## src/logic/accel_macros.svh

```systemverilog
`ifndef ACCEL_MACROS_SVH
`define ACCEL_MACROS_SVH

// width of one memory sample
`define ACCEL_DATA_WIDTH 16

// sample memory address width
`define ACCEL_ADDR_WIDTH 12

// number of sample words, one full address space so reads wrap on their own
`define ACCEL_MEM_DEPTH 4096

// words returned per block read, one 5x5 window
`define ACCEL_BLOCK_SIZE 25

// signed result width, room for 25 full-scale products
`define ACCEL_ACC_WIDTH 40

// kernel tap index width, enough for taps 0 to 24
`define ACCEL_INDEX_WIDTH 5

// window count width for one run
`define ACCEL_COUNT_WIDTH 8

`endif

```

## src/logic/accelPkg.sv

```systemverilog
`include "accel_macros.svh"

package accelPkg;

    // one signed memory sample
    typedef logic signed [`ACCEL_DATA_WIDTH-1:0] sampleT;

    // signed dot-product result
    typedef logic signed [`ACCEL_ACC_WIDTH-1:0] accT;

    // whole block from one read
    // element 0 holds the word at the read address
    typedef sampleT [`ACCEL_BLOCK_SIZE-1:0] blockT;

    // sequencer states
    // idle takes host writes, run issues block reads
    typedef enum logic {
        idle = 1'b0,
        run  = 1'b1
    } seqStateT;

endpackage

```

## src/logic/windowSequencer.sv

```systemverilog
`include "accel_macros.svh"

module windowSequencer (
    input  logic                          clk,
    input  logic                          rstN,
    input  logic                          hostWrite,
    input  logic [`ACCEL_ADDR_WIDTH-1:0]  hostAddr,
    input  accelPkg::sampleT              hostData,
    input  logic                          start,
    input  logic [`ACCEL_ADDR_WIDTH-1:0]  baseAddr,
    input  logic [`ACCEL_ADDR_WIDTH-1:0]  stride,
    input  logic [`ACCEL_COUNT_WIDTH-1:0] windowCount,
    output logic                          busy,
    output logic                          memEnable,
    output logic                          memRead,
    output logic [`ACCEL_ADDR_WIDTH-1:0]  memAddr,
    output accelPkg::sampleT              memWriteData
);

    // run control
    accelPkg::seqStateT state;
    logic [`ACCEL_COUNT_WIDTH-1:0] windowsLeft;

    // address of the window being read this cycle
    logic [`ACCEL_ADDR_WIDTH-1:0] windowAddr;
    // stride captured at start
    logic [`ACCEL_ADDR_WIDTH-1:0] strideReg;

    logic startAccepted;
    logic lastWindow;
    logic [`ACCEL_COUNT_WIDTH-1:0] runLength;

    // start only counts while idle
    assign startAccepted = start && (state == accelPkg::idle);

    // final read of the run goes out this cycle
    assign lastWindow = (windowsLeft == `ACCEL_COUNT_WIDTH'(1));

    // a zero count still gives one window
    assign runLength = (windowCount == '0) ? `ACCEL_COUNT_WIDTH'(1) : windowCount;

    always_ff @(posedge clk) begin
        if (!rstN) begin
            state       <= accelPkg::idle;
            windowsLeft <= '0;
        end else begin
            case (state)
                accelPkg::idle: begin
                    if (startAccepted) begin
                        state       <= accelPkg::run;
                        windowsLeft <= runLength;
                    end
                end
                accelPkg::run: begin
                    // one read per cycle, leave after the last one
                    windowsLeft <= windowsLeft - `ACCEL_COUNT_WIDTH'(1);
                    if (lastWindow) begin
                        state <= accelPkg::idle;
                    end
                end
                default: begin
                    state <= accelPkg::idle;
                end
            endcase
        end
    end

    // window address walk
    // first read at baseAddr, then one stride per cycle, wraps at 4096
    always_ff @(posedge clk) begin
        if (startAccepted) begin
            windowAddr <= baseAddr;
            strideReg  <= stride;
        end else if (state == accelPkg::run) begin
            windowAddr <= windowAddr + strideReg;
        end
    end

    assign busy = (state == accelPkg::run);

    // reads own the port while running
    assign memRead = busy;

    // host writes pass straight through when idle, dropped otherwise
    assign memEnable = busy || hostWrite;
    assign memAddr   = busy ? windowAddr : hostAddr;

    // write data only matters on a write cycle
    assign memWriteData = hostData;

endmodule

```

## config.mk

```make
export PLATFORM = sky130hd
export DESIGN_NAME = windowSequencer
export DESIGN_NICKNAME = d
export VERILOG_FILES = /design/src/logic/accelPkg.sv /design/src/logic/windowSequencer.sv
export VERILOG_INCLUDE_DIRS = /design/src /design/src/logic
export SDC_FILE = /design/constraint.sdc
export NUM_CORES = 1
export LEC_CHECK = 0
export BUFFER_PORTS_ARGS = -buffer_cell sky130_fd_sc_hd__clkbuf_2
export CORE_UTILIZATION = 51
export DETAILED_ROUTE_END_ITERATION = 7
export GPL_ROUTABILITY_DRIVEN = 1
export PLACE_DENSITY = 0.89
export SYNTH_ARGS = -nofsm -noshare
export SYNTH_HDL_FRONTEND = slang
export SYNTH_SLANG_ARGS = --single-unit
```

## constraint.sdc

```tcl
create_clock -name clk -period 5.7 [get_ports clk]
set_clock_uncertainty 0.1 [all_clocks]
set_input_delay 0.285 -clock clk [delete_from_list [all_inputs] [get_ports clk]]
set_output_delay 0.285 -clock clk [all_outputs]
set_load 0.05 [all_outputs]
```

# After elaboration in Yosys (flattened, before gate mapping)
# Index checks and enable logic that the tools add are counted.
# totals
reg_bits,33
latchBits,0
out_inout_bits,31
ram_bits,0
memories,0
rom_bits,0
# op_classes
div,0
n_reduce_logical,4
eq_ne,2
add_sub_neg,2
multipliers,0
n_bitwise,1
n_shift,0
n_mux,9
order_cmp,0
# ops
cell,count
two-way mux 12 bit,3
two-way mux 8 bit,2
one-hot mux 8 bit (2 select lines),1
adder 12 bit,1
== test 8 x 1 -> 1 bit (second input constant),1
logical NOT 8 bit,1
subtractor 8 x 1 -> 8 bit (second input constant),1
two-way mux 1 bit,2
inequality test 2 bit (second input constant),1
one-hot mux 1 bit (2 select lines),1
nonzero test 2 bit,1
logical AND 1 bit,1
logical OR 1 bit,1
NOT 1 bit,1

# Longest topological paths before layout
# logic_depth
depth_word,4
depth_mapped,8
ltp_nobuf,8

# Worst setup path after synthesis
# Ideal clock, no wire load.
# synth_timing
path_type,reg2out
start,register state (netlist: busy)
end,output memAddr[10]
required_ps,5315
arrival_time_ps,1640
path_buffers,2
slack_ps,3675
stages_incl_launch_ff,4
path_cell_list,dfxtp_1 > buf_2 > buf_2 > mux2_2
# synth_between
elab_chain_cells,1
# synth_lines
element,line,rtl
"start, declared",windowSequencer.sv:21,accelPkg::seqStateT state;
"start signal, assigned",windowSequencer.sv:44,state <= accelPkg::idle;
"start signal, assigned",windowSequencer.sv:50,state <= accelPkg::run;
"start signal, assigned",windowSequencer.sv:58,state <= accelPkg::idle;
two-way mux 12 bit,windowSequencer.sv:86,assign memAddr = busy ? windowAddr : hostAddr;
"end, declared",windowSequencer.sv:16,"output logic [`ACCEL_ADDR_WIDTH-1:0] memAddr,"
# Every way passes these cells.

# Final worst setup path
# layout_timing
start,register state (netlist: busy)
end,"register windowAddr[8], data pin"
# layout_between
elab_chain_cells,3
# layout_lines
element,line,rtl
NOT 1 bit,--,
logical AND 1 bit,windowSequencer.sv:34,assign startAccepted = start && (state == accelPkg::idle);
two-way mux 12 bit,windowSequencer.sv:71,if (startAccepted) begin
"end signal, assigned",windowSequencer.sv:72,windowAddr <= baseAddr;
"end signal, assigned",windowSequencer.sv:75,windowAddr <= windowAddr + strideReg;
"end, declared",windowSequencer.sv:25,logic [`ACCEL_ADDR_WIDTH-1:0] windowAddr;
# Every way passes these cells.
# A chain may end at the register's enable or synchronous reset.

==> results.sh <==
export IMPL_max_slew_worst_pin_slew_ns=0.8994
export IMPL_dp_hpwl_um=3144
export IMPL_switching_power_mw=0.3528
export IMPL_ys_seq_area_share_pct=42.83
export IMPL_crit_buf_inv=1
export IMPL_yosys_area_top_type="edfxtp_1"
export IMPL_pin_count=95
export IMPL_synth_area_top_cells="edfxtp_1 (34%), dfxtp_1 (8.6%), ha_1 (7.7%), mux2_2 (6.4%), buf_4 (6.1%)"
export IMPL_cpMostUsedCell="nor2_1"
export IMPL_grt_max_degree=26
export IMPL_synth_seq_cells=33
export IMPL_fp_dieArea_sq_um=4385
export IMPL_cts_resized_gates=0
export IMPL_via_per_inst=5.523
export IMPL_hold_path_class="in -> reg"
export IMPL_rsz0062_at_grt="false"
export IMPL_avgSynthCellArea_sq_um=10.31
export IMPL_netlist_area_sq_um=2103
export IMPL_port_buffers=62
export IMPL_fmax_mhz=317.6
export IMPL_p_comb_share_pct=43.4
export IMPL_path_clk_slew_ns=0.07
export IMPL_cts_htree_levels=2
export IMPL_diodes=0
export IMPL_finalCritPeriodShare_pct=55.23
export IMPL_slowest_delay_ns=0.91
export IMPL_rows=22
export IMPL_hold_buffers=0
export IMPL_grt_pass1_wl_um=7093
export IMPL_drt_total_wl_um=4301
export IMPL_slew_violations=0
export IMPL_start_kind="flop"
export IMPL_wire_per_inst_um=14.34
export IMPL_drc_errors=0
export IMPL_cts_sinks=33
export IMPL_antenna_found_initial=0
export IMPL_maxCapViolations=0
export IMPL_synth_nets=282
export IMPL_globalplace_congestion=0.8697
export IMPL_clk_latency_ns=0.28
export IMPL_cts_setup_buffers=0
export IMPL_final_common_cell="clkbuf_2"
export IMPL_first_pass_iters=4
export IMPL_relSlewSlack_pct=39.97
export IMPL_cp_required_ns=5.63
export IMPL_leakagePower_nw=1.062
export IMPL_grtUsageTotal_pct=21.91
export IMPL_p_per_area_nw_per_um2=387.1
export IMPL_final_cell_mix="clkbuf_2 (62), edfxtp_1 (24), a21oi_1 (22)"
export IMPL_nets=329
export IMPL_drt_iter0_drc=134
export IMPL_top_layer_used="met4"
export IMPL_cts_buffers=5
export IMPL_ys_warn_count=0
export IMPL_detail_route_antenna_nets=0
export IMPL_path_class="reg -> reg"
export IMPL_tns_ns=0
export IMPL_hold_ws_ns=0.07649
export IMPL_core_area_sq_um=3799
export IMPL_ys_flop_type="edfxtp_1"
export IMPL_grt_pass1_vias=1596
export IMPL_stdcell_count=300
export IMPL_synthCells=204
export IMPL_clock_path_buffers=2
export IMPL_drive_gt1_share_pct=34.13
export IMPL_synth_edf_count=24
export IMPL_endpoint_kind="flop"
export IMPL_tritoncts="built"
export IMPL_dpl_cell_count=292
export IMPL_fin_crit_ns=3.148
export IMPL_gr_total_overflow=0
export IMPL_die_h_um=66.22
export IMPL_wl_met1_um=1871
export IMPL_finalSetupViolCount=0
export IMPL_synth_top_area_share_pct=34.27
export IMPL_die_w_um=66.22
export IMPL_seqPwrFrac_pct=37.3
export IMPL_peakVddDrop_v=0.0002232
export IMPL_arrival_ns=3.08
export IMPL_sw_frac_of_total_pct=37.88
export IMPL_area_growth_syn_to_layout_pct=14.40
export IMPL_crit_slowest_cell="dfxtp_1"
export IMPL_clkPwrFrac_pct=19.3
export IMPL_wl_met2_um=2022
export IMPL_root_buffer="clkbuf_8"
export IMPL_crit_path_max_fanout=25
export IMPL_met3_length_um=323
export IMPL_ys_types=44
export IMPL_run_status="finished, final reports clean"
export IMPL_crit_family="simple AND/OR/NAND/NOR gates"
export IMPL_synthArstFlopShare_pct=0
export IMPL_p_total_mw=0.9313
export IMPL_vias=1657
export IMPL_start_util_pct=55.37
export IMPL_finalHoldViolations=0
export IMPL_crit_chain="nand2b_1 -> inv_1 -> nor2_1 -> nand2_1 -> mux2i_1 -> nor2_1"
export IMPL_power_internal_mw=0.5786
## final timing paths
kind                                from  slack [ns]                     endpoint  cells after the start
max                      busy$_SDFF_PN0_        2.55      windowAddr[8]$_DFFE_PP_                      6
min                            stride[3]        0.08       strideReg[3]$_DFFE_PP_                      1
max reg2reg              busy$_SDFF_PN0_        2.55      windowAddr[8]$_DFFE_PP_                      6
min reg2reg  windowsLeft[5]$_SDFFE_PN0P_        0.41  windowsLeft[5]$_SDFFE_PN0P_                      1
## synth_stat cells (2+ instances only)
library cell   n
edfxtp_1      24
a21oi_1       22
nand2_1       18
buf_4         17
ha_1          13
nor2_1        13
mux2_2        12
dfxtp_1        9
inv_1          9
o21ai_0        9
xnor2_1        5
xor2_1         4
a21o_1         3
a311oi_1       3
buf_2          3
nand2b_1       3
nor3_1         3
a31oi_1        2
mux2i_1        2
nor2b_1        2
nor4_1         2
o211a_1        2
o211ai_1       2
o31ai_1        2
## cell families (layout without fill, tap and decap cells)
logic type	after synthesis	in the layout	synth area share, %
xor gates and xnor gates	9	9	3.748
buffers and inverters	31	79	9.101
AOI/OAI and AO/OA	56	56	17.55
and+or+nand+nor	47	47	10.71
DFF	33	33	42.83
muxes	14	14	7.377
adders and majority gates	14	14	8.686
## sequential cells by signal, summed over array words and instances, names as in the netlist
register     count
busy             1
strideReg       12
windowsLeft      8
windowAddr      12
## layer usage
| metal | global-route usage, % | up-vias |
|---|---|---|
| met3 | 7.414 | 18 |
| met1 | 27.15 | 749 |
| li1 | - | 824 |
| met5 | 0 | - |
| met4 | 9.043 | 0 |
| met2 | 34.69 | 66 |
## power groups by stage
stage / Sequential (mW) / Clock, mW / Combinational [mW]
after floorplan: 0.341 / 0 / 0.353
after global placement: 0.349 / 0 / 0.387
after detailed placement: 0.353 / 0 / 0.399
after CTS: 0.348 / 0.182 / 0.403
after global routing: 0.352 / 0.197 / 0.446
final: 0.347 / 0.180 / 0.404
## final cells by class
cell class	count	area (sq um)
inverter	9	33.78
timing repair buffer	62	310.3
multi-input combinational	140	1011
sequential	33	900.9
clock buffer	8	90.09
fill	332	1393
tap	48	60.06
## worst reg2reg max path: stages, from the launching register on
cell,delay (ns)
dfxtp_1,0.91
nand2b_1,0.74
inv_1,0.66
nor2_1,0.23
nand2_1,0.07
mux2i_1,0.14
nor2_1,0.06
## metrics by stage
step           cell area (sq um)  utilization, %  setup slack (ns)
6_report                    2406           63.34             2.552
3_5_place_dp                2316           60.97             2.553
4_1_cts                     2406           63.34             2.541
2_1_floorplan               2103               -             3.675
5_1_grt                     2406           63.34             2.168
3_3_place_gp                2316           60.97             2.677
(Power assumes the default switching activity.)
